$ cat src/include/lsu_config.svh
`ifndef LSU_CONFIG_SVH
`define LSU_CONFIG_SVH

// ***************************************************************************
// load/store path sizing
// ***************************************************************************

// data and address width of the integer pipeline
`define LSU_XLEN 32

// tightly coupled data RAM, counted in 32-bit words
`define LSU_RAM_WORDS 256

// word address width, log2 of LSU_RAM_WORDS
`define LSU_RAM_AW 8

`endif

$ cat src/verilog/lsu_pkg.sv
`include "lsu_config.svh"

package lsu_pkg;

  // ***************************************************************************
  // operation and exception encodings
  // ***************************************************************************

  typedef enum logic [3:0] {
    op_none = 4'd0,
    op_lb   = 4'd1,
    op_lh   = 4'd2,
    op_lw   = 4'd3,
    op_lbu  = 4'd4,
    op_lhu  = 4'd5,
    op_sb   = 4'd6,
    op_sh   = 4'd7,
    op_sw   = 4'd8
  } mem_op_t;

  // codes follow the RISC-V mcause numbering
  typedef enum logic [3:0] {
    cause_none             = 4'd0,
    cause_load_misaligned  = 4'd4,
    cause_store_misaligned = 4'd6
  } cause_t;

  // ***************************************************************************
  // payload handed from the address stage to the memory stage
  // ***************************************************************************

  typedef struct packed {
    mem_op_t                  op;
    logic [`LSU_RAM_AW-1:0]   word_addr;
    logic [1:0]               offset;     // byte offset inside the word
    logic [3:0]               lanes;
    logic [`LSU_XLEN-1:0]     wdata;      // already replicated into its lanes
    logic [4:0]               rd;
    logic                     exception;
    cause_t                   cause;
    logic [`LSU_XLEN-1:0]     addr;       // full address, reported as tval
  } mem_req_t;

  function automatic logic is_load(mem_op_t op);
    return op inside {op_lb, op_lh, op_lw, op_lbu, op_lhu};
  endfunction

  function automatic logic is_store(mem_op_t op);
    return op inside {op_sb, op_sh, op_sw};
  endfunction

endpackage

$ cat src/verilog/stage_link.sv
`timescale 1ns/100ps

// one pipeline slot between two stages, moves when valid and ready meet on an edge
interface stage_link;

  logic               valid;
  logic               ready;
  lsu_pkg::mem_req_t  payload;

  // producing stage keeps valid and payload steady until the transfer edge
  modport source (
    output valid,
    output payload,
    input  ready
  );

  modport sink (
    input  valid,
    input  payload,
    output ready
  );

endinterface

$ cat src/verilog/wb_bus.sv
`timescale 1ns/100ps
`include "lsu_config.svh"

// Wishbone classic, word addressed, four byte lanes
interface wb_bus;

  logic                    cyc;
  logic                    stb;
  logic                    we;
  logic [`LSU_RAM_AW-1:0]  adr;
  logic [3:0]              sel;
  logic [`LSU_XLEN-1:0]    dat_w;
  logic [`LSU_XLEN-1:0]    dat_r;
  logic                    ack;

  modport master (
    output cyc,
    output stb,
    output we,
    output adr,
    output sel,
    output dat_w,
    input  dat_r,
    input  ack
  );

  modport slave (
    input  cyc,
    input  stb,
    input  we,
    input  adr,
    input  sel,
    input  dat_w,
    output dat_r,
    output ack
  );

endinterface
$ cat src/verilog/memory_stage.sv
`timescale 1ns/100ps
`include "lsu_config.svh"

module memory_stage (
  input  logic                  clock,
  input  logic                  reset,
  stage_link.sink               in,
  wb_bus.master                 bus,
  output logic                  res_valid,
  output logic [4:0]            res_rd,
  output logic [`LSU_XLEN-1:0]  res_data,
  output logic                  res_write,
  output logic                  res_exception,
  output lsu_pkg::cause_t       res_cause,
  output logic [`LSU_XLEN-1:0]  res_tval
);

  typedef enum logic [1:0] {
    st_idle,
    st_bus,
    st_done
  } state_t;

  state_t                state;
  lsu_pkg::mem_req_t     item;
  logic                  bus_needed;
  logic                  finish;
  logic [`LSU_XLEN-1:0]  shifted;
  logic [`LSU_XLEN-1:0]  load_value;

  // exceptions and non-memory ops go straight to the result without a bus cycle
  assign bus_needed = !in.payload.exception &&
                      (lsu_pkg::is_load(in.payload.op) || lsu_pkg::is_store(in.payload.op));

  assign in.ready = (state == st_idle);
  assign finish = ((state == st_bus) && bus.ack) || (state == st_done);

  // ***************************************************************************
  // Wishbone master, everything comes from the captured item
  // ***************************************************************************

  assign bus.cyc = (state == st_bus);
  assign bus.stb = (state == st_bus);
  assign bus.we = lsu_pkg::is_store(item.op);
  assign bus.adr = item.word_addr;
  assign bus.sel = lsu_pkg::is_store(item.op) ? item.lanes : 4'b0000;
  assign bus.dat_w = item.wdata;

  always_ff @(posedge clock) begin
    if (reset == 0) begin
      state <= st_idle;
      res_valid <= 1'b0;
    end else begin
      res_valid <= 1'b0;
      case (state)
        st_idle: begin
          if (in.valid) begin
            state <= bus_needed ? st_bus : st_done;
          end
        end
        st_bus: begin
          if (bus.ack) begin
            state <= st_idle;                    // cyc and stb fall right after ack
            res_valid <= 1'b1;
          end
        end
        st_done: begin
          state <= st_idle;
          res_valid <= 1'b1;
        end
        default: state <= st_idle;
      endcase
    end
  end

  // ***************************************************************************
  // load alignment and extension
  // ***************************************************************************

  assign shifted = bus.dat_r >> {item.offset, 3'b000};

  always_comb begin
    case (item.op)
      lsu_pkg::op_lb:  load_value = {{24{shifted[7]}}, shifted[7:0]};
      lsu_pkg::op_lh:  load_value = {{16{shifted[15]}}, shifted[15:0]};
      lsu_pkg::op_lbu: load_value = {24'b0, shifted[7:0]};
      lsu_pkg::op_lhu: load_value = {16'b0, shifted[15:0]};
      lsu_pkg::op_lw:  load_value = bus.dat_r;
      default:         load_value = '0;
    endcase
  end

  always_ff @(posedge clock) begin
    if ((state == st_idle) && in.valid) begin
      item <= in.payload;
    end
    if (finish) begin
      res_rd <= item.rd;
      res_exception <= item.exception;
      res_cause <= item.cause;
      res_tval <= item.exception ? item.addr : '0;
      // only a completed load writes the register file
      res_write <= lsu_pkg::is_load(item.op) && !item.exception;
      res_data <= (lsu_pkg::is_load(item.op) && !item.exception) ? load_value : '0;
    end
  end

endmodule

$ cat src/flat_wrapper.sv
// flat-port wrapper written by rule: the top's interface ports become plain ports
module memory_stage_flat 
  (clock, reset, res_valid, res_rd, res_data, res_write, res_exception, res_cause, res_tval, in_valid, in_payload, in_ready, bus_cyc, bus_stb, bus_we, bus_adr, bus_sel, bus_dat_w, bus_dat_r, bus_ack);
  stage_link in_i ();
  wb_bus bus_i ();
  input  logic clock;
  input  logic reset;
  output logic res_valid;
  output logic [4:0] res_rd;
  output logic [`LSU_XLEN-1:0] res_data;
  output logic res_write;
  output logic res_exception;
  output lsu_pkg::cause_t res_cause;
  output logic [`LSU_XLEN-1:0] res_tval;
  input wire logic [$bits(in_i.valid)-1:0] in_valid;
  input wire logic [$bits(in_i.payload)-1:0] in_payload;
  output wire logic [$bits(in_i.ready)-1:0] in_ready;
  output wire logic [$bits(bus_i.cyc)-1:0] bus_cyc;
  output wire logic [$bits(bus_i.stb)-1:0] bus_stb;
  output wire logic [$bits(bus_i.we)-1:0] bus_we;
  output wire logic [$bits(bus_i.adr)-1:0] bus_adr;
  output wire logic [$bits(bus_i.sel)-1:0] bus_sel;
  output wire logic [$bits(bus_i.dat_w)-1:0] bus_dat_w;
  input wire logic [$bits(bus_i.dat_r)-1:0] bus_dat_r;
  input wire logic [$bits(bus_i.ack)-1:0] bus_ack;
  assign in_i.valid = in_valid;
  assign in_i.payload = in_payload;
  assign in_ready = in_i.ready;
  assign bus_cyc = bus_i.cyc;
  assign bus_stb = bus_i.stb;
  assign bus_we = bus_i.we;
  assign bus_adr = bus_i.adr;
  assign bus_sel = bus_i.sel;
  assign bus_dat_w = bus_i.dat_w;
  assign bus_i.dat_r = bus_dat_r;
  assign bus_i.ack = bus_ack;
  memory_stage u_core (.clock(clock), .reset(reset), .in(in_i), .bus(bus_i), .res_valid(res_valid), .res_rd(res_rd), .res_data(res_data), .res_write(res_write), .res_exception(res_exception), .res_cause(res_cause), .res_tval(res_tval));
endmodule
$ cat config.mk
export PLATFORM = sky130hd
export DESIGN_NAME = memory_stage_flat
export DESIGN_NICKNAME = d
export VERILOG_FILES = /design/src/verilog/lsu_pkg.sv /design/src/verilog/stage_link.sv /design/src/verilog/wb_bus.sv /design/src/verilog/memory_stage.sv /design/src/flat_wrapper.sv
export VERILOG_INCLUDE_DIRS = /design/src /design/src/include
export SDC_FILE = /design/constraint.sdc
export NUM_CORES = 1
export LEC_CHECK = 0
export ABC_CLOCK_PERIOD_IN_PS = 3190
export BUFFER_PORTS_ARGS = -buffer_cell sky130_fd_sc_hd__buf_2
export CAP_MARGIN = 0
export CORE_ASPECT_RATIO = 0.5
export CORE_MARGIN = 4
export CORE_UTILIZATION = 44
export CTS_BUF_LIST = sky130_fd_sc_hd__clkbuf_16
export DETAILED_ROUTE_END_ITERATION = 6
export PLACE_DENSITY = 0.75
export SLEW_MARGIN = 20
export SYNTH_ARGS = -nofsm -noshare
export SYNTH_HDL_FRONTEND = slang
export SYNTH_SLANG_ARGS = --single-unit
$ cat constraint.sdc
create_clock -name clock -period 3.19 [get_ports clock]
set_clock_uncertainty 0.1 [all_clocks]
set_input_delay 0.319 -clock clock [delete_from_list [all_inputs] [get_ports clock]]
set_output_delay 0.319 -clock clock [all_outputs]
set_load 0.02 [all_outputs]
==> flow_summary.toml, run 1 <==
[run_status]
status = "finished, final reports clean"

[synth]
synth_top_flop_cell = "edfxtp_1"
syn_area_um2 = 6800
syn_inst = 400
async_flop_share = 0
synth_area_leaders = "edfxtp_1 74%, buf_4 5.1%, o211ai_1 3.4%"
synth.distinct_cells = 42
synth_area_leader_cell = "edfxtp_1"
ys_seq_area_frac = 0.746
ys_warn_count = 0
synth_top_cell_area_share = 0.738
synth_seq_cells = 170
syn-num-nets = 531
synth_edf_count = 167
syn_avg_cell_area_um2 = 17.0
netlist_top_cells_count = "167 x edfxtp_1, 46 x buf_4, 37 x and2_1"
synth.most_common_cell = "edfxtp_1"

[power]
power.density_nw_per_um2 = 571
p_leak_nw = 3.72
total_power_mw = 5.36
irDropWorstVdd_mv = 0.403

[cts]
clkLatencyLatePin_ps = 400
post_cts_resized = 0
cts.sinks = 170
clockBufferDepth = 2
clk_pin_slew_ps = 70
clock-root-buffer = "clkbuf_16"
cts_buffers = 17
cts_tree = "built"
htree_levels = 4

[setup_path]
crit_fanout = 17
critPathCaptureType = "flop"
worstPathRequired_ps = 3310
crit_arrival_ps = 2480
cp_slowest_cell = "edfxtp_1"
cp-startpoint = "u_core.item[78]"
crit_type = "reg2reg"
max_stage_delay_ps = 830
crit-reg2reg-launch = "u_core.item[78]"
path_cells = "nor2b_1, a2bb2oi_2, o211ai_1"
start_kind = "flop"

[placement]
gp_congestion = 0.880
dpl.hpwl_um = 11100
io_buffers = 251
placed_area_um2 = 7930

[layout]
drive_gt1_frac = 0.426
nNetsFinal = 836
stdcell_area_um2 = 9380
area_delta_synth_final_pct = 37.9
final_util = 0.634
diodes = 0

[floorplan]
die_w_um = 184
num_rows = 31
core_um2 = 14800
start_util = 0.460
dieArea_um2 = 17600
io_pins = 252
die_h_um = 95.9

[timing]
max_freq_mhz = 424
max-slew-margin-rel = 0.331
setup_tns_ps = 0
worst_slew_pin_slew_ps = 1000
min_period_ps = 2360
hold_viol_final = 0
rsz0062_at_grt = "false"
setup_violations = 0
drv_slew = 0
fin_crit_sh = 0.740

[global_routing]
grt_first_pass_wirelength_um = 24600
grt_pass1_vias = 4631
gr-total-overflow = 0
antenna_found_initial = 0
grt_max_degree = 77
grt_usage = 0.182

[min_path]
worst_hold_path_type = "in2reg"
hp-start = "in_payload[88]"

[drt]
drc = 0
drt_wl_total_um = 16500
drt_iter0_markers = 278
drt_first_pass_iters = 5
num_vias = 4602
detail-route-antenna-nets = 0
vias_per_cell = 5.02
routedWlPerCell_um = 18.0

[run]
cap_violations = 0
power breakdown:
part	internal, mW	total, mW	leakage (nW)	switching, mW
Sequential	2.66	2.72	1.62	0.0562
Clock	1.08	1.94	0.259	0.864
Combinational	0.286	0.700	1.85	0.414
sequential cells by signal, indices dropped and copies added (netlist names), 2 cells and up:
signal	cells
u_core.res_cause	4
u_core.bus.adr	8
u_core.state	2
u_core.res_data	32
u_core.res_rd	5
u_core.item	52
u_core.res_tval	32
u_core.bus.dat_w	32
critical path, delay by kind of cell, from the launching register on:
kind / cells / cell delay, ps
flip-flops: 1 / 830
AO/OA/AOI/OAI: 2 / 630
AND/OR/NAND/NOR: 1 / 610
layer usage:
layer | GRT usage | routed length [µm] | up-vias
met5 | 0 | 0 | -
met4 | 0.0744 | 482 | 0
met3 | 0.0479 | 1280 | 43
met2 | 0.324 | 8600 | 219
met1 | 0.214 | 6110 | 2234
li1 | - | - | 2106
final timing paths:
| path | to | slack [ps] | depth (start not counted) |
|---|---|---|---|
| min | u_core.item[88] | 20 | 1 |
| min reg2reg | u_core.res_rd[4] | 320 | 0 |
| max | u_core.res_data[31] | 830 | 3 |
| max reg2reg | u_core.res_data[31] | 830 | 3 |
cell type report:
cell class / instances / area [µm²]
clock buffers: 17 / 425
clock inverters: 15 / 126
fillers: 1075 / 5400
inverters: 5 / 18.8
multi-input cells: 163 / 1280
flip-flops and latches: 170 / 5070
well taps: 198 / 248
repair buffers: 348 / 2210
cell usage in the layout, fill, tap and decap left out, types with 2 or more instances in the layout:
master,n
a21oi_1,8
a2bb2oi_1,7
and2_1,36
and3_1,2
buf_2,251
buf_4,8
clkbuf_16,17
clkinv_1,2
clkinvlp_4,6
dfxtp_1,3
dlygate4sd3_1,89
edfxtp_1,167
ha_1,3
inv_1,6
inv_6,4
mux2i_1,8
mux4_2,8
nand2_1,10
nand3_1,25
nor2b_1,2
o211ai_1,31
logic make-up (layout without fill, tap and decap cells):
| group | after synthesis | after routing | synth area share |
|---|---|---|---|
| compound gates | 57 | 57 | 0.0637 |
| fa+ha+maj | 3 | 3 | 0.00552 |
| buf+inv | 67 | 385 | 0.0674 |
| flops | 170 | 170 | 0.746 |
| mux | 16 | 16 | 0.0383 |
| simple gates | 87 | 87 | 0.0788 |
metrics by stage:
step                      hold WS [ps]  std cells  setup slack, ps
after floorplan                    300        400              349
after global placement             301        795             1010
after detailed placement           306        795              926
after CTS                         1.36        916              864
after global routing              9.20        916              678
final                             23.9        916              830
timing repair:
action / CTS / global route
setup buffers: 0 / 0
hold buffers: 89 / 0
setup endpoints to repair: 0 / 0
endpoints found under the hold margin: 89 / 0
(Power assumes the default switching activity.)
==> run 2, diff against run 1 <==
Settings changed: ABC_CLOCK_PERIOD_IN_PS 3190 to 2400, CORE_UTILIZATION 44 to 49, PLACE_DENSITY 0.75 to 0.79.
Clock period 3.19 ns to 2.4 ns, I/O delays scaled along.
==> flow_summary.toml, run 2 (synthesis results as in run 1) <==
[layout]
diodes = 0
nNetsFinal = 841
final_cell_mix = "251 x buf_2, 167 x edfxtp_1, 92 x dlygate4sd3_1"
largest_register_ffs = 52
final_common_cell = "buf_2"
area_delta_synth_final_pct = 39.0
drive_gt1_frac = 0.422
regMostFlops = "u_core.item"

[floorplan]
die_h_um = 91.3
io_pins = 252
die_w_um = 175
start_util = 0.502
num_rows = 30
dieArea_um2 = 15900
core_um2 = 13600

[timing]
max-slew-margin-rel = 0.579
hold_ws_ps = 13.5
worst_slew_pin_slew_ps = 628
setup_tns_ps = 0
hold_viol_final = 0
drv_slew = 0
rsz0062_at_grt = "false"
max_freq_mhz = 461
min_period_ps = 2170
fin_crit_sh = 0.905
setup_violations = 0

[setup_path]
cp-startpoint = "u_core.item[91]"
crit-reg2reg-launch = "u_core.item[90]"
worstPathRequired_ps = 2060
critPathCaptureType = "primary output"
cp_num_buf_inv = 2
crit_family = "flip-flops"
crit_type = "reg2out"
r2r_cells = 3
crit_fanout = 9
rrSetupSlack_ps = 370
r2r_end = "u_core.res_data[11]"
path_cells = "clkinv_1, a31o_2, and2_1, buf_2"
start_kind = "flop"
crit_arrival_ps = 1830
cp_slowest_cell = "edfxtp_1"
max_stage_delay_ps = 460

[placement]
dpl.hpwl_um = 10700
gp_congestion = 0.859
io_buffers = 251

[global_routing]
grt_first_pass_wirelength_um = 25200
grt_max_degree = 91
grt_util_met1 = 0.242
grtUsageMet2 = 0.356
gr-usage-met3 = 0.0541
antenna_found_initial = 0
gr-total-overflow = 0
grt_pass1_vias = 4750
busiest_layer = "met2"
grt_usage = 0.203

[cts]
clock-root-buffer = "clkbuf_16"
cts_tree = "built"
htree_levels = 4
clockBufferDepth = 2
clk_pin_slew_ps = 70
post_cts_resized = 0
cts.sinks = 170
cts_buffers = 17
clkLatencyLatePin_ps = 410

[min_path]
worst_hold_path_type = "in2reg"
hold_depth = 2
worstHoldEndpoint = "u_core.res_valid"
hp-start = "reset"

[power]
power.density_nw_per_um2 = 759
p_leak_nw = 3.76
irDropWorstVdd_mv = 0.432

[drt]
drc = 0
routedWlPerCell_um = 17.7
drt_iter0_markers = 407
detail-route-antenna-nets = 0
vias_per_cell = 4.98
num_vias = 4553
drt_first_pass_iters = 6
drt_wl_total_um = 16200

[run_status]
status = "finished, final reports clean"

[run]
cap_violations = 0
-- run 2: worst register-to-register path, stage by stage (launching register included) --
cell,delay (ps)
edfxtp_1,530
nor3b_2,580
o21ai_1,360
o211ai_1,300
-- run 2: power by group --
| group | total, mW | switching (mW) | leakage [nW] | internal [mW] |
|---|---|---|---|---|
| clock | 2.61 | 1.10 | 0.266 | 1.51 |
| combinational | 0.951 | 0.556 | 1.88 | 0.395 |
| sequential | 3.61 | 0.0696 | 1.62 | 3.54 |
-- run 2: cell type report --
type | instances | area (µm²)
clock buffer | 17 | 425
clock inverter | 14 | 135
fill | 911 | 4100
inverter | 5 | 18.8
multi-input combinational | 163 | 1280
sequential | 170 | 5070
tap | 192 | 240
timing repair buffer | 353 | 2280
-- run 2: repair_timing --
item	CTS	global route
endpoints found under the hold margin	92	0
hold buffers	92	0
buffers inserted	0	0
-- run 2: how the worst max path moves through the flow --
stage                                     end  slack, ps  cells after the start
after floorplan           u_core.res_cause[0]        210                      3
after global placement    u_core.res_data[21]        500                      4
after detailed placement  u_core.res_data[28]        420                      4
after CTS                          bus_sel[0]        220                      4
after global routing               bus_sel[3]        150                      4
final                              bus_sel[0]        230                      4
-- run 2: stage by stage --
step                      std cells  setup slack [ps]  total power [mW]  cell area [µm²]   util
after floorplan                 400               208              4.20             6800      -
after detailed placement        791               420              4.50             7970  0.588
after global placement          791               500              4.47             7970  0.588
after CTS                       914               222              7.21             9450  0.697
after global routing            914               150              7.43             9450  0.697
final                           914               229              7.17             9450  0.697
-- run 2: metal layers --
metal  wire length, µm  vias up
met5                 0        -
met4               395        0
met3              1030       29
met2              8500      188
met1              6270     2219
li1                  -     2117
==> run 3, diff against run 2 <==
Settings changed: CORE_ASPECT_RATIO 0.5 to default.
==> flow_summary.toml, run 3 (synthesis results as in run 1) <==
[timing]
setup_violations = 0
layout_setup_ws_ps = 213
min_period_ps = 2190
rsz0062_at_grt = "false"
worst_slew_pin_slew_ps = 677
max-slew-margin-rel = 0.546
hold_viol_final = 0
fin_crit_sh = 0.911
max_freq_mhz = 457
drv_slew = 0
setup_tns_ps = 0

[placement]
dp_slack_ps = 407
dpl.hpwl_um = 11700
io_buffers = 251
gp_congestion = 0.929

[drt]
routedWlPerCell_um = 21.3
num_vias = 4816
drc = 0
detail-route-antenna-nets = 0
drt_iter0_markers = 528
drt_first_pass_iters = 5
drt_wl_total_um = 19200
vias_per_cell = 5.33

[setup_path]
crit_fanout = 9
cp_slowest_cell = "edfxtp_1"
path_cells = "clkinv_1, a31o_2, and2_1, buf_2"
start_kind = "flop"
crit_type = "reg2out"
crit_family = "flip-flops"
worstPathRequired_ps = 2060
crit-reg2reg-launch = "u_core.item[90]"
crit_arrival_ps = 1850
max_stage_delay_ps = 470
cp_num_buf_inv = 2
cp-startpoint = "u_core.item[91]"
critPathCaptureType = "primary output"

[min_path]
hp-start = "bus_dat_r[7]"
worst_hold_path_type = "in2reg"

[floorplan]
start_util = 0.507
core_um2 = 13400
dieArea_um2 = 15800
io_pins = 252
num_rows = 42
die_w_um = 126
die_h_um = 126

[global_routing]
antenna_found_initial = 0
gr-total-overflow = 0
grt_max_degree = 77
grt_pass1_vias = 5198
grt_usage = 0.243
grt_first_pass_wirelength_um = 29200

[layout]
final_cell_mix = "251 x buf_2, 167 x edfxtp_1, 93 x dlygate4sd3_1"
area_delta_synth_final_pct = 40.6
diodes = 0
final_common_cell = "buf_2"
largest_register_ffs = 52
nNetsFinal = 846
drive_gt1_frac = 0.431
regMostFlops = "u_core.item"

[run]
cap_violations = 0

[cts]
clockBufferDepth = 2
cts_tree = "built"
htree_levels = 4
cts.sinks = 170
clk_pin_slew_ps = 60
cts_buffers = 17
clkLatencyLatePin_ps = 430
post_cts_resized = 0
clock-root-buffer = "clkbuf_16"

[power]
power.density_nw_per_um2 = 794
irDropWorstVdd_mv = 0.566
p_leak_nw = 3.83

[run_status]
status = "finished, final reports clean"
-- run 3: cell count changes in the layout (fill, tap and decap cells not counted), sizes merged --
cell	previous run	this run
clkinv	7	4
bufinv	2	4
inv	6	11
buf	261	265
dlygate4sd3	92	93
clkinvlp	4	1
-- run 3: stage by stage --
stage,power (mW),hold slack [ps],std cells,instance area [µm²],utilization
final,7.59,94.0,904,9560,0.713
after detailed placement,4.53,305,779,7990,0.596
after CTS,7.57,69.7,904,9560,0.713
after global routing,7.83,93.9,904,9560,0.713
after global placement,4.49,301,779,7990,0.596
after floorplan,4.20,239,400,6800,-
-- run 3: cell type report --
type,instances,area (µm²)
clock buffers,17,425
clock inverters,15,211
fillers,844,3840
inverters,5,18.8
multi-input cells,163,1280
flip-flops and latches,170,5070
well taps,176,220
repair buffers,358,2330
-- run 3: path summary, 6_finish.rpt --
path | endpoint | slack [ps] | depth (start not counted)
worst max-delay path | bus_sel[2] | 210 | 4
worst max register to register | u_core.res_data[15] | 360 | 3
worst min register to register | u_core.res_cause[0] | 320 | 0
worst min-delay path | u_core.res_data[7] | 90 | 3
-- run 3: per-layer routing --
metal,track usage,part of all wire,up-vias
met4,0.104,0.035,0
met2,0.430,0.53,312
met3,0.0711,0.089,54
li1,-,-,2133
met1,0.273,0.35,2317
met5,0,0,-
-- run 3: worst min-delay path, stage by stage --
cell and delay, ps:
buf_2 100, nand2_1 50, a21oi_1 110
-- run 3: what timing repair did --
item                                   CTS  global route
buffers inserted                         0             0
endpoints found under the hold margin   94             0
hold buffers                            93             0
-- run 3: power by group --
group	internal, mW	total (mW)	switching [mW]
clock	1.77	2.97	1.20
sequential	3.54	3.62	0.0798
combinational	0.409	1.00	0.592
total	5.72	7.59	1.87
