===== src/include/lsu_config.svh =====
`ifndef LSU_CONFIG_SVH
`define LSU_CONFIG_SVH

// ***************************************************************************
// load/store path sizing
// ***************************************************************************

// data and address width of the integer pipeline
`define LSU_XLEN 32

// tightly coupled data RAM, counted in 32-bit words
`define LSU_RAM_WORDS 256

// word address width, log2 of LSU_RAM_WORDS
`define LSU_RAM_AW 8

`endif


===== src/verilog/lsu_pkg.sv =====
`include "lsu_config.svh"

package lsu_pkg;

  // ***************************************************************************
  // operation and exception encodings
  // ***************************************************************************

  typedef enum logic [3:0] {
    op_none = 4'd0,
    op_lb   = 4'd1,
    op_lh   = 4'd2,
    op_lw   = 4'd3,
    op_lbu  = 4'd4,
    op_lhu  = 4'd5,
    op_sb   = 4'd6,
    op_sh   = 4'd7,
    op_sw   = 4'd8
  } mem_op_t;

  // codes follow the RISC-V mcause numbering
  typedef enum logic [3:0] {
    cause_none             = 4'd0,
    cause_load_misaligned  = 4'd4,
    cause_store_misaligned = 4'd6
  } cause_t;

  // ***************************************************************************
  // payload handed from the address stage to the memory stage
  // ***************************************************************************

  typedef struct packed {
    mem_op_t                  op;
    logic [`LSU_RAM_AW-1:0]   word_addr;
    logic [1:0]               offset;     // byte offset inside the word
    logic [3:0]               lanes;
    logic [`LSU_XLEN-1:0]     wdata;      // already replicated into its lanes
    logic [4:0]               rd;
    logic                     exception;
    cause_t                   cause;
    logic [`LSU_XLEN-1:0]     addr;       // full address, reported as tval
  } mem_req_t;

  function automatic logic is_load(mem_op_t op);
    return op inside {op_lb, op_lh, op_lw, op_lbu, op_lhu};
  endfunction

  function automatic logic is_store(mem_op_t op);
    return op inside {op_sb, op_sh, op_sw};
  endfunction

endpackage


===== src/verilog/stage_link.sv =====
`timescale 1ns/100ps

// one pipeline slot between two stages, moves when valid and ready meet on an edge
interface stage_link;

  logic               valid;
  logic               ready;
  lsu_pkg::mem_req_t  payload;

  // producing stage keeps valid and payload steady until the transfer edge
  modport source (
    output valid,
    output payload,
    input  ready
  );

  modport sink (
    input  valid,
    input  payload,
    output ready
  );

endinterface


===== src/verilog/address_stage.sv =====
`timescale 1ns/100ps
`include "lsu_config.svh"

module address_stage (
  input  logic                  clock,
  input  logic                  reset,
  input  logic                  req_valid,
  input  lsu_pkg::mem_op_t      req_op,
  input  logic [`LSU_XLEN-1:0]  req_base,
  input  logic [`LSU_XLEN-1:0]  req_offset,
  input  logic [`LSU_XLEN-1:0]  req_wdata,
  input  logic [4:0]            req_rd,
  output logic                  req_ready,
  stage_link.source             out
);

  logic                  r_valid;
  lsu_pkg::mem_req_t     r_item;
  lsu_pkg::mem_req_t     next_item;
  logic [`LSU_XLEN-1:0]  addr;
  logic [3:0]            lanes;
  logic [`LSU_XLEN-1:0]  wdata;
  logic                  misaligned;

  assign addr = req_base + req_offset;

  // ***************************************************************************
  // byte lanes, store data replication and alignment check
  // ***************************************************************************

  always_comb begin
    lanes = 4'b0000;
    wdata = req_wdata;
    misaligned = 1'b0;
    case (req_op)
      lsu_pkg::op_lb, lsu_pkg::op_lbu, lsu_pkg::op_sb: begin
        lanes = 4'b0001 << addr[1:0];
        wdata = {4{req_wdata[7:0]}};
      end
      lsu_pkg::op_lh, lsu_pkg::op_lhu, lsu_pkg::op_sh: begin
        lanes = 4'b0011 << {addr[1], 1'b0};
        wdata = {2{req_wdata[15:0]}};
        misaligned = addr[0];                    // halfword must sit on an even byte
      end
      lsu_pkg::op_lw, lsu_pkg::op_sw: begin
        lanes = 4'b1111;
        misaligned = (addr[1:0] != 2'b00);
      end
      default: begin
        lanes = 4'b0000;                         // no memory access at all
      end
    endcase
  end

  always_comb begin
    next_item.op = req_op;
    next_item.word_addr = addr[`LSU_RAM_AW+1:2];
    next_item.offset = addr[1:0];
    next_item.lanes = misaligned ? 4'b0000 : lanes;
    next_item.wdata = wdata;
    next_item.rd = req_rd;
    next_item.exception = misaligned;
    next_item.addr = addr;
    if (!misaligned) begin
      next_item.cause = lsu_pkg::cause_none;
    end else if (lsu_pkg::is_store(req_op)) begin
      next_item.cause = lsu_pkg::cause_store_misaligned;
    end else begin
      next_item.cause = lsu_pkg::cause_load_misaligned;
    end
  end

  // the slot frees up on the same edge that the memory stage takes the item
  assign req_ready = !r_valid || out.ready;

  always_ff @(posedge clock) begin
    if (reset == 0) begin
      r_valid <= 1'b0;
    end else if (req_valid && req_ready) begin
      r_valid <= 1'b1;
    end else if (out.ready) begin
      r_valid <= 1'b0;
    end
  end

  always_ff @(posedge clock) begin
    if (req_valid && req_ready) begin
      r_item <= next_item;
    end
  end

  assign out.valid = r_valid;
  assign out.payload = r_item;

endmodule


===== src/flat_wrapper.sv =====
// flat-port wrapper written by rule: the top's interface ports become plain ports
module address_stage_flat 
  (clock, reset, req_valid, req_op, req_base, req_offset, req_wdata, req_rd, req_ready, out_valid, out_payload, out_ready);
  stage_link out_i ();
  input  logic clock;
  input  logic reset;
  input  logic req_valid;
  input  lsu_pkg::mem_op_t req_op;
  input  logic [`LSU_XLEN-1:0] req_base;
  input  logic [`LSU_XLEN-1:0] req_offset;
  input  logic [`LSU_XLEN-1:0] req_wdata;
  input  logic [4:0] req_rd;
  output logic req_ready;
  output wire logic [$bits(out_i.valid)-1:0] out_valid;
  output wire logic [$bits(out_i.payload)-1:0] out_payload;
  input wire logic [$bits(out_i.ready)-1:0] out_ready;
  assign out_valid = out_i.valid;
  assign out_payload = out_i.payload;
  assign out_i.ready = out_ready;
  address_stage u_core (.clock(clock), .reset(reset), .req_valid(req_valid), .req_op(req_op), .req_base(req_base), .req_offset(req_offset), .req_wdata(req_wdata), .req_rd(req_rd), .req_ready(req_ready), .out(out_i));
endmodule

===== config.mk =====
export PLATFORM = sky130hd
export DESIGN_NAME = address_stage_flat
export DESIGN_NICKNAME = d
export VERILOG_FILES = /design/src/verilog/lsu_pkg.sv /design/src/verilog/stage_link.sv /design/src/verilog/address_stage.sv /design/src/flat_wrapper.sv
export VERILOG_INCLUDE_DIRS = /design/src /design/src/include
export SDC_FILE = /design/constraint.sdc
export NUM_CORES = 1
export LEC_CHECK = 0
export BUFFER_PORTS_ARGS = -buffer_cell sky130_fd_sc_hd__buf_4
export CORE_ASPECT_RATIO = 1.75
export CORE_MARGIN = 2
export CORE_UTILIZATION = 52
export CTS_CLUSTER_SIZE = 16
export DETAILED_ROUTE_END_ITERATION = 10
export GPL_TIMING_DRIVEN = 0
export PLACE_DENSITY = 0.95
export SLEW_MARGIN = 20
export SYNTH_ARGS = -nofsm -noshare
export SYNTH_HDL_FRONTEND = slang
export SYNTH_SLANG_ARGS = --single-unit

===== constraint.sdc =====
create_clock -name clock -period 5.25 [get_ports clock]
set_input_delay 0.525 -clock clock [delete_from_list [all_inputs] [get_ports clock]]
set_output_delay 0.525 -clock clock [all_outputs]
set_load 0.02 [all_outputs]

==> metrics.md, run 1 <==
| Metric | Value |
|---|---|
| Vias in the first global route | 4467 |
| WL per Instance | 18.37 um |
| Ys async rst share | 0 |
| Die area | 10090 sq um |
| H-Tree Depth | 3 |
| Element type at the critical path start | primary input |
| WL final | 13960 um |
| RSZ-0062 raised after global routing | false |
| Die Wd | 76.80 um |
| Root Buffer | clkbuf_16 |
| Minimum clock period | 2.782 ns |
| Slew @ Worst Pin | 0.6998 ns |
| Synthesized area | 4822 sq um |
| R2r endpoint | u_core.out.payload[1] |
| NumNets Final | 776 |
| Initial DRC count | 300 |
| Worst-skew pair later-pin latency | 0.33 ns |
| Status | completed |
| Initial antenna violation count | 0 |
| Largest family of logic cells by synthesized area | compound AO/OA/AOI/OAI gates |
| Cells on worst reg2reg path | 3 |
| Area after DPL | 6500 sq um |
| Worst reg2reg setup slack | 3.70 ns |
| Via density | 5.711 |
| Max_slew headroom | 0.5317 |
| Count of input and output buffers | 200 |
| Worst r2r src | u_core.out.valid |
| Peak VDD IR | 0.0002825 V |
| Hold WS | 0.3657 ns |
| Cell area after layout | 6818 sq um |
| Post-synthesis cell count | 422 |
| Power Density | 304.5 nW/um^2 |
| Setup crit end kind | register |
| GRT overflow | 0 |
| Synth top area share | 0.4982 |
| Final clock skew | 0.004231 ns |
| Clock sink count | 81 |
| Largest net degree at the start of global routing | 49 |
| Fin crit share | 0.5299 |
| Max frequency | 0.3594 GHz |
| Mux contribution to synthesized area | 0.03944 |
| Synthesized flop and latch total | 81 |
| Cell Rows | 46 |
| Hold crit path type | primary input to register |
| EDFF count, synth | 80 |
| Final setup viols | 0 |
| Main flop type after synthesis | edfxtp_1 |
| Initial Util | 0.5336 |
| Setup bufs post-CTS | 0 |
| XOR/XNOR Fraction of Synth Area | 0.05449 |
| CTS tree | done |
| Cts repair resizes | 0 |
| ANT cells | 0 |
| Worst Hold Path Cells | 1 |
| Syn avg cell area | 11.43 sq um |
| Cells after DPL | 744 |
| Yosys warnings | 0 |
| Non-filler cells, final | 760 |
| Synth top area cells | edfxtp_1, ha_1, xnor2_1 |
| Synth Area in Compound Gates | 0.1655 |
| All-Layer GR Usage | 0.2742 |
| Fillers | 560 |
| Sequential area share after synthesis | 0.5023 |
| CTS clk-pin slew, worst paths | 0.06 ns |
| Synth cell types | 57 |
| Die Span Y | 131.4 um |
| Crit Path Max Fanout | 3 |
| Hold_buf cts | 0 |
| Final worst setup slack | 2.468 ns |
| First-pass GRT wire length | 21670 um |
| Arr. time, crit path | 2.85 ns |
| Layout cells sized above 1 | 0.4141 |
| Core area | 9036 sq um |
| Crit path required time | 5.32 ns |
| Routability cong. | 0.9859 |
| Post-route ant nets | 0 |
| Adder-Cell Fraction of Synth Area | 0.08459 |
| Hold endpoint | u_core.out.payload[40] |
| Lkg Pwr | 3.037 nW |
| Max-Cap Viols | 0 |
| Setup TNS | 0 ns |
| Power Total | 2.076 mW |
| Synth Area in Simple Gates | 0.1105 |
| Area grow syn2layout | 41.39% |
| DRT Pass-1 Iters | 5 |
| Clock buffer count from CTS | 9 |
| Finished Core Util | 0.7545 |
| Dpl hpwl | 11060 um |
| Crit Path Class | primary input to register |
| Hold_sp | req_rd[3] |
| Final Hold Vio Count | 0 |
| Max-slew violation count | 0 |
| Drt drc | 0 |
| Num ports | 203 |
| Pre-CTS setup slack | 2.186 ns |
| Via count | 4340 |
| Bufs on Longest Clock Path | 2 |
| Yosys top cell by area | edfxtp_1 |
Yosys cell counts, drive strengths merged (2+ instances only):
cell type and number:
edfxtp 80, nand2 35, a21oi 33, ha 31, nor2 25, o21ai 21
buf 20, xnor2 20, a21o 17, mux2 16, inv 12, nand4 10
xor2 10, a22oi 8, and2 6, clkbuf 6, nand3 6, o21a 6
nand2b 5, a31oi 4, nor2b 4, o21bai 4, a211oi 3, and4 3
nor3b 3, o2111ai 3, o31ai 3, a211o 2, a21boi 2, a221oi 2
a41oi 2, and3 2, nand4b 2, o22ai 2, or2 2
state kept, by name (all words and copies together) (netlist names):
register	cells
u_core.out.payload	80
u_core.out.valid	1
power breakdown:
part,switching (mW),internal (mW)
registers,0.0228,0.797
clock network,0.245,0.416
logic,0.327,0.268
final cells by class:
type                       count  area [sq um]  area share
timing repair buffer         201          1521      0.2232
clock inverter                 7         92.59     0.01358
multi-input combinational    304          2202      0.3230
tap                          120         150.1     0.02202
inverter                      12         45.04    0.006607
clock buffer                   9         225.2     0.03303
buffer                        26         158.9     0.02331
sequential                    81          2422      0.3553
cells in the final DEF, fill, tap and decap left out, types with 5 or more instances in the layout:
master / Yosys / final
o21a_1: 6 / 6
edfxtp_1: 80 / 80
nand2_1: 35 / 35
nand2b_1: 5 / 5
buf_4: 12 / 212
a21o_1: 17 / 17
nand3_1: 6 / 6
xor2_1: 10 / 10
ha_1: 31 / 31
clkbuf_16: 0 / 9
a22oi_1: 8 / 8
a21oi_1: 32 / 32
nand4_1: 10 / 10
xnor2_1: 20 / 20
inv_1: 12 / 12
o21ai_0: 17 / 17
buf_2: 7 / 7
nor2_1: 22 / 22
clkbuf_1: 6 / 6
mux2_2: 15 / 15
critical path: stages:
cell	delay [ns]
buf_4	0.08
ha_1	0.17
inv_1	0.06
fa_1	0.39
nand2b_1	0.19
a21oi_1	0.26
o2111ai_1	0.22
a21oi_1	0.38
a221oi_2	0.17
o31ai_1	0.29
xor2_1	0.11
cell families after synthesis:
group                      Yosys count
DFF                                 81
and+or+nand+nor                    106
buffers and inverters               38
AOI/OAI and AO/OA                  117
adders and majority gates           32
muxes                               17
xor gates and xnor gates            30
other                                1
how the worst max path moves through the flow:
stage,from,endpoint,slack [ns]
after floorplan,out_ready,u_core.out.payload[10],2.12
after global placement,out_ready,u_core.out.payload[91],1.60
after detailed placement,req_offset[0],u_core.out.payload[30],2.19
after CTS,req_base[0],u_core.out.payload[30],2.53
after global routing,req_base[0],u_core.out.payload[30],2.37
final,req_base[0],u_core.out.payload[30],2.47
routing by layer:
metal  up-vias  part of all wire  GRT usage
li1       1999                 -          -
met5         -                 0          0
met4         0             0.047     0.1535
met1      2043              0.31     0.2534
met3        48             0.065    0.04396
met2       250              0.58     0.5434
No activity file was read; power rests on OpenSTA's default activity.
==> inputs of run 2 (changes only) <==
--- a/config.mk
+++ b/config.mk
@@ -9,11 +9,11 @@
 export BUFFER_PORTS_ARGS = -buffer_cell sky130_fd_sc_hd__buf_4
 export CORE_ASPECT_RATIO = 1.75
 export CORE_MARGIN = 2
-export CORE_UTILIZATION = 52
+export CORE_UTILIZATION = 49
 export CTS_CLUSTER_SIZE = 16
 export DETAILED_ROUTE_END_ITERATION = 10
 export GPL_TIMING_DRIVEN = 0
-export PLACE_DENSITY = 0.95
+export PLACE_DENSITY = 0.91
 export SLEW_MARGIN = 20
 export SYNTH_ARGS = -nofsm -noshare
 export SYNTH_HDL_FRONTEND = slang
==> constraint.sdc (replaced) <==
create_clock -name clock -period 2.67 [get_ports clock]
set_input_delay 0.267 -clock clock [delete_from_list [all_inputs] [get_ports clock]]
set_output_delay 0.267 -clock clock [all_outputs]
set_load 0.02 [all_outputs]
==> run 2 against run 1 <==
Against the previous run: non-clock buffer count did not move; combinational power rose by 97%; worst setup slack got worse by 2.3 ns; routed wire length fell by 0.97%; highest routed layer unchanged; sequential share of layout area rose by 0.16 points.
==> metrics.md, run 2 (same netlist as run 1, synthesis figures left out) <==
| Metric | Value |
|---|---|
| Count of input and output buffers | 200 (unchanged) |
| Area grow syn2layout | 40.76% (was 41.39%) |
| Final worst setup slack | 0.1282 ns (was 2.468 ns) |
| Hold WS | 0.1035 ns (was 0.3657 ns) |
| Via density | 5.659 (was 5.711) |
| Hold crit path type | primary input to register (unchanged) |
| Lkg Pwr | 3.011 nW (was 3.037 nW) |
| Routability cong. | 0.9426 (was 0.9859) |
| Initial Util | 0.5062 (was 0.5336) |
| Max frequency | 0.3934 GHz |
| Slew @ Worst Pin | 0.7651 ns (was 0.6998 ns) |
| First-pass GRT wire length | 21500 um (was 21670 um) |
| Die area | 10680 sq um (was 10090 sq um) |
| Final clock skew | 0.009262 ns (was 0.004231 ns) |
| Dpl hpwl | 11060 um (about the same) |
| DRT Pass-1 Iters | 5 (unchanged) |
| WL per Instance | 18.15 um (was 18.37 um) |
| RSZ-0062 raised after global routing | false (unchanged) |
| Max-Cap Viols | 0 (unchanged) |
| Cts repair resizes | 0 (unchanged) |
| Crit path required time | 2.73 ns (was 5.32 ns) |
| Cell Rows | 47 (was 46) |
| NumNets Final | 776 (unchanged) |
| Die Span Y | 135.2 um (was 131.4 um) |
| Commonest non-fill, non-tap cells in the layout | buf_4, edfxtp_1, nand2_1 (unchanged) |
| Root Buffer | clkbuf_16 (unchanged) |
| R2r endpoint | u_core.out.payload[75] (was u_core.out.payload[1]) |
| Hold endpoint | u_core.out.payload[38] (was u_core.out.payload[40]) |
| Die Wd | 78.99 um (was 76.80 um) |
| Worst r2r src | u_core.out.valid (unchanged) |
| Post-route ant nets | 0 (unchanged) |
| Largest net degree at the start of global routing | 49 (unchanged) |
| Most common cell after layout, fill and taps aside | buf_4 (unchanged) |
| Setup bufs post-CTS | 0 (unchanged) |
| Vias in the first global route | 4413 (was 4467) |
| Power Total | 3.915 mW (was 2.076 mW) |
| Final setup viols | 0 (unchanged) |
| Via count | 4312 (was 4340) |
| Minimum clock period | 2.542 ns |
| Clock buffer count from CTS | 9 (unchanged) |
| Worst reg2reg setup slack | 1.13 ns (was 3.70 ns) |
| CTS tree | done (unchanged) |
| Max_slew headroom | 0.4881 (was 0.5317) |
| Initial antenna violation count | 0 (unchanged) |
| Bufs on Longest Clock Path | 2 (unchanged) |
| Drt drc | 0 (unchanged) |
| Peak VDD IR | 0.0003418 V (was 0.0002825 V) |
| Crit Path Class | primary input to register (unchanged) |
| Num ports | 203 (unchanged) |
| All-Layer GR Usage | 0.2608 (was 0.2742) |
| Cells on worst reg2reg path | 3 (unchanged) |
| WL final | 13830 um (was 13960 um) |
| Arr. time, crit path | 2.60 ns (was 2.85 ns) |
| Clock sink count | 81 (unchanged) |
| Final Hold Vio Count | 0 (unchanged) |
| Layout cells sized above 1 | 0.4188 (was 0.4141) |
| CTS clk-pin slew, worst paths | 0.06 ns (about the same) |
| Fin crit share | 0.9520 |
| H-Tree Depth | 3 (unchanged) |
| Hold_sp | req_rd[1] (was req_rd[3]) |
| Max-slew violation count | 0 (unchanged) |
| Element type at the critical path start | primary input (unchanged) |
| Worst Hold Path Cells | 1 (unchanged) |
| Status | completed (unchanged) |
| Power Density | 576.7 nW/um^2 (was 304.5 nW/um^2) |
| ANT cells | 0 (unchanged) |
| Setup crit end kind | register (unchanged) |
| Crit Path Max Fanout | 3 (unchanged) |
| Core area | 9527 sq um (was 9036 sq um) |
| Initial DRC count | 317 (was 300) |
| Hold_buf cts | 0 (unchanged) |
| GRT overflow | 0 (unchanged) |
| Pre-CTS setup slack | -0.1929 ns (was 2.186 ns) |
| Max reg flops | 80 (unchanged) |
| Worst-skew pair later-pin latency | 0.33 ns (about the same) |
[run 2: metrics by stage]
| stage | cell area (sq um) | setup TNS, ns | utilization | instances |
|---|---|---|---|---|
| floorplan | 4827 | 0 | - | 423 |
| detailed placement | 6502 | -0.4884 | 0.6826 | 746 |
| CTS | 6780 | 0 | 0.7117 | 762 |
| global placement | 6481 | -0.01204 | 0.6803 | 745 |
| global route | 6788 | 0 | 0.7125 | 762 |
| finish | 6788 | 0 | 0.7125 | 762 |
[run 2: critical path: stages]
cell	delay (ns)
buf_4	0.09
ha_1	0.22
inv_1	0.08
fa_1	0.40
nand2b_1	0.19
a21oi_2	0.22
o2111ai_1	0.26
a21oi_2	0.31
a221oi_2	0.16
o31ai_1	0.28
xor2_1	0.13
[run 2: routing by layer]
metal	global-route usage	up-vias	part of all wire
met5	0	-	0
met1	0.2570	2013	0.32
li1	-	2002	-
met3	0.04800	45	0.069
met2	0.5113	252	0.58
met4	0.1149	0	0.035
[run 2: layout make-up]
type	instances	area, sq um
Multi-Input combinational cell	304	2210
Sequential cell	81	2422
Buffer	26	158.9
Inverter	12	45.04
Tap cell	122	152.6
Fill cell	679	2739
Clock inverter	7	52.55
Clock buffer	9	225.2
Timing Repair Buffer	201	1521
[run 2: report_power, final]
group	switching (mW)	total [mW]	internal, mW
logic	0.645	1.17	0.528
clock network	0.499	1.13	0.634
registers	0.0427	1.61	1.57
[run 2: worst max-delay path by stage]
stage	startpoint	endpoint	depth (start not counted)
3_5_place_dp	req_base[0]	u_core.out.payload[30]	11
5_1_grt	req_base[0]	u_core.out.payload[30]	11
4_1_cts	req_base[0]	u_core.out.payload[30]	11
6_report	req_base[0]	u_core.out.payload[30]	11
3_3_place_gp	req_base[0]	u_core.out.payload[30]	11
2_1_floorplan	req_base[0]	u_core.out.payload[30]	10
==> inputs of run 3 (changes only) <==
--- a/config.mk
+++ b/config.mk
@@ -9,11 +9,12 @@
 export BUFFER_PORTS_ARGS = -buffer_cell sky130_fd_sc_hd__buf_4
 export CORE_ASPECT_RATIO = 1.75
 export CORE_MARGIN = 2
-export CORE_UTILIZATION = 49
+export CORE_UTILIZATION = 50
+export CTS_BUF_LIST = sky130_fd_sc_hd__clkbuf_8
 export CTS_CLUSTER_SIZE = 16
 export DETAILED_ROUTE_END_ITERATION = 10
 export GPL_TIMING_DRIVEN = 0
-export PLACE_DENSITY = 0.91
+export PLACE_DENSITY = 0.83
 export SLEW_MARGIN = 20
 export SYNTH_ARGS = -nofsm -noshare
 export SYNTH_HDL_FRONTEND = slang
==> run 3 against run 2 <==
Against the previous run: worst hold slack lost 0.018 ns; non-clock buffer count is the same; count of clock-buffer cells in the layout is the same; final cell count is the same; sequential power is essentially flat; fmax grew 4.7%; cell area shrank 0.88%; flip-flop and latch count is the same.
==> metrics.md, run 3 (same netlist as run 1, synthesis figures left out) <==
| Metric | Value |
|---|---|
| Status | completed (unchanged) |
| Hold_sp | req_rd[0] (was req_rd[1]) |
| Max reg flops | 80 (unchanged) |
| Cts repair resizes | 0 (unchanged) |
| Max frequency | 0.4121 GHz (was 0.3934 GHz) |
| CTS tree | done (unchanged) |
| WL final | 12700 um (was 13830 um) |
| Fin crit share | 0.9089 (was 0.9520) |
| Non-filler cells, final | 762 (unchanged) |
| RSZ-0062 raised after global routing | false (unchanged) |
| Hold crit path type | primary input to register (unchanged) |
| H-Tree Depth | 3 (unchanged) |
| Critical-path cell list | buf_4 > ha_1 > buf_2 > a21oi_2 > o21ai_0 > a221oi_2 > a21oi_1 > a221oi_2 > o21ai_1 > xor2_1 (was buf_4 > ha_1 > inv_1 > fa_1 > nand2b_1 > a21oi_2 > o2111ai_1 > a21oi_2 > a221oi_2 > o31ai_1 > xor2_1) |
| Worst reg2reg setup slack | 1.16 ns (was 1.13 ns) |
| Slew @ Worst Pin | 0.7832 ns (was 0.7651 ns) |
| Power Density | 554.3 nW/um^2 (was 576.7 nW/um^2) |
| Cell Rows | 47 (unchanged) |
| Reg area | 2422 sq um (unchanged) |
| Hold_buf cts | 0 (unchanged) |
| Minimum clock period | 2.427 ns (was 2.542 ns) |
| Finished Core Util | 0.7150 (was 0.7125) |
| Cells after DPL | 746 (unchanged) |
| Pre-CTS setup slack | -0.09283 ns (was -0.1929 ns) |
| Drt drc | 0 (unchanged) |
| Commonest non-fill, non-tap cells in the layout | buf_4, edfxtp_1, nand2_1 (unchanged) |
| Max_slew headroom | 0.4759 (was 0.4881) |
| Root Buffer | clkbuf_8 (was clkbuf_16) |
| Final worst setup slack | 0.2432 ns (was 0.1282 ns) |
| Initial Util | 0.5125 (was 0.5062) |
| Vias in the first global route | 4299 (was 4413) |
| Arr. time, crit path | 2.54 ns (was 2.60 ns) |
| Final Hold Vio Count | 0 (unchanged) |
| Setup bufs post-CTS | 0 (unchanged) |
| Via count | 4163 (was 4312) |
| All-Layer GR Usage | 0.2435 (was 0.2608) |
| Final clock skew | 0.01739 ns (was 0.009262 ns) |
| Worst path max stage delay | 0.50 ns (was 0.40 ns) |
| Dpl hpwl | 10300 um (was 11060 um) |
| Crit-path slowest cell | a221oi_2 (was fa_1) |
| First-pass GRT wire length | 19730 um (was 21500 um) |
| Clock buffer count from CTS | 9 (unchanged) |
| Worst r2r src | u_core.out.valid (unchanged) |
| Routability cong. | 0.9359 (was 0.9426) |
| NumNets Final | 776 (unchanged) |
| Final setup viols | 0 (unchanged) |
| Peak VDD IR | 0.0002946 V (was 0.0003418 V) |
| Initial DRC count | 149 (was 317) |
| Fillers | 712 (was 679) |
| Most common cell after layout, fill and taps aside | buf_4 (unchanged) |
| Area of the multi-input gates | 2202 sq um (was 2210 sq um) |
| Hold WS | 0.08595 ns (was 0.1035 ns) |
| Area grow syn2layout | 39.52% (was 40.76%) |
| Die Span Y | 133.9 um (was 135.2 um) |
| Largest net degree at the start of global routing | 54 (was 49) |
| DRT Pass-1 Iters | 5 (unchanged) |
| Setup crit end kind | register (unchanged) |
| Die area | 10480 sq um (was 10680 sq um) |
| CTS clk-pin slew, worst paths | 0.09 ns (was 0.06 ns) |
| Element type at the critical path start | primary input (unchanged) |
| Lkg Pwr | 3.000 nW (was 3.011 nW) |
| ANT cells | 0 (unchanged) |
| Crit Path Class | primary input to register (unchanged) |
| Num ports | 203 (unchanged) |
| Core area | 9409 sq um (was 9527 sq um) |
| Crit path required time | 2.78 ns (was 2.73 ns) |
| Max-Cap Viols | 0 (unchanged) |
| WL per Instance | 16.67 um (was 18.15 um) |
| Die Wd | 78.24 um (was 78.99 um) |
| Count of input and output buffers | 200 (unchanged) |
| CP most frequent cell | a221oi_2 (was a21oi_2) |
| Max-slew violation count | 0 (unchanged) |
| Layout cells sized above 1 | 0.4156 (was 0.4188) |
| Worst Setup SP | req_base[7] (was req_base[0]) |
| Kind of cell adding the most delay to the critical path | compound AO/OA/AOI/OAI gates (unchanged) |
| Post-route ant nets | 0 (unchanged) |
| Clock sink count | 81 (unchanged) |
| Worst-skew pair later-pin latency | 0.35 ns (was 0.33 ns) |
| Initial antenna violation count | 0 (unchanged) |
| Buf+Inv Stages, Crit Path | 2 (unchanged) |
| Via density | 5.463 (was 5.659) |
| Crit Path Max Fanout | 7 (was 3) |
| GRT overflow | 0 (unchanged) |
| Bufs on Longest Clock Path | 2 (unchanged) |
==> run 3: cell types whose count changed in the layout (fill, tap and decap cells not counted), sizes merged <==
| cell | before | now |
|---|---|---|
| bufinv | 0 | 2 |
| clkinvlp | 3 | 1 |
==> run 3: path summary, 6_finish.rpt <==
| kind | to | cells after the start |
|---|---|---|
| hold / removal | u_core.out.payload[37] | 1 |
| setup / recovery | u_core.out.payload[26] | 10 |
| setup reg to reg | u_core.out.payload[10] | 3 |
| hold reg to reg | u_core.out.valid | 2 |
==> run 3: power breakdown <==
part | total (mW) | switching (mW) | internal (mW)
combinational | 1.16 | 0.627 | 0.529
clock | 0.966 | 0.440 | 0.526
sequential | 1.61 | 0.0436 | 1.56
==> run 3: area by class of cell <==
| cell class | instances | area share |
|---|---|---|
| timing repair buffer | 201 | 0.2273 |
| clock buffer | 9 | 0.01841 |
| clock inverter | 7 | 0.01395 |
| buffer | 26 | 0.02362 |
| multi-input combinational | 304 | 0.3273 |
| tap | 122 | 0.02269 |
| inverter | 12 | 0.006695 |
| sequential | 81 | 0.3601 |
==> run 3: layer usage <==
layer | vias to the layer above | share of wire | track usage
met2 | 211 | 0.56 | 0.4717
met1 | 1918 | 0.33 | 0.2298
met3 | 33 | 0.063 | 0.05249
li1 | 2001 | - | -
met4 | 0 | 0.042 | 0.1326
met5 | - | 0 | 0
==> run 3: per-stage QoR <==
step / instance area [sq um] / TNS (ns) / total power [mW]
after floorplan: 4827 / 0 / 2.310
after global placement: 6481 / -0.06073 / 2.746
after detailed placement: 6510 / -0.1834 / 2.787
after CTS: 6728 / 0 / 3.751
after global routing: 6728 / 0 / 3.891
final: 6728 / 0 / 3.729
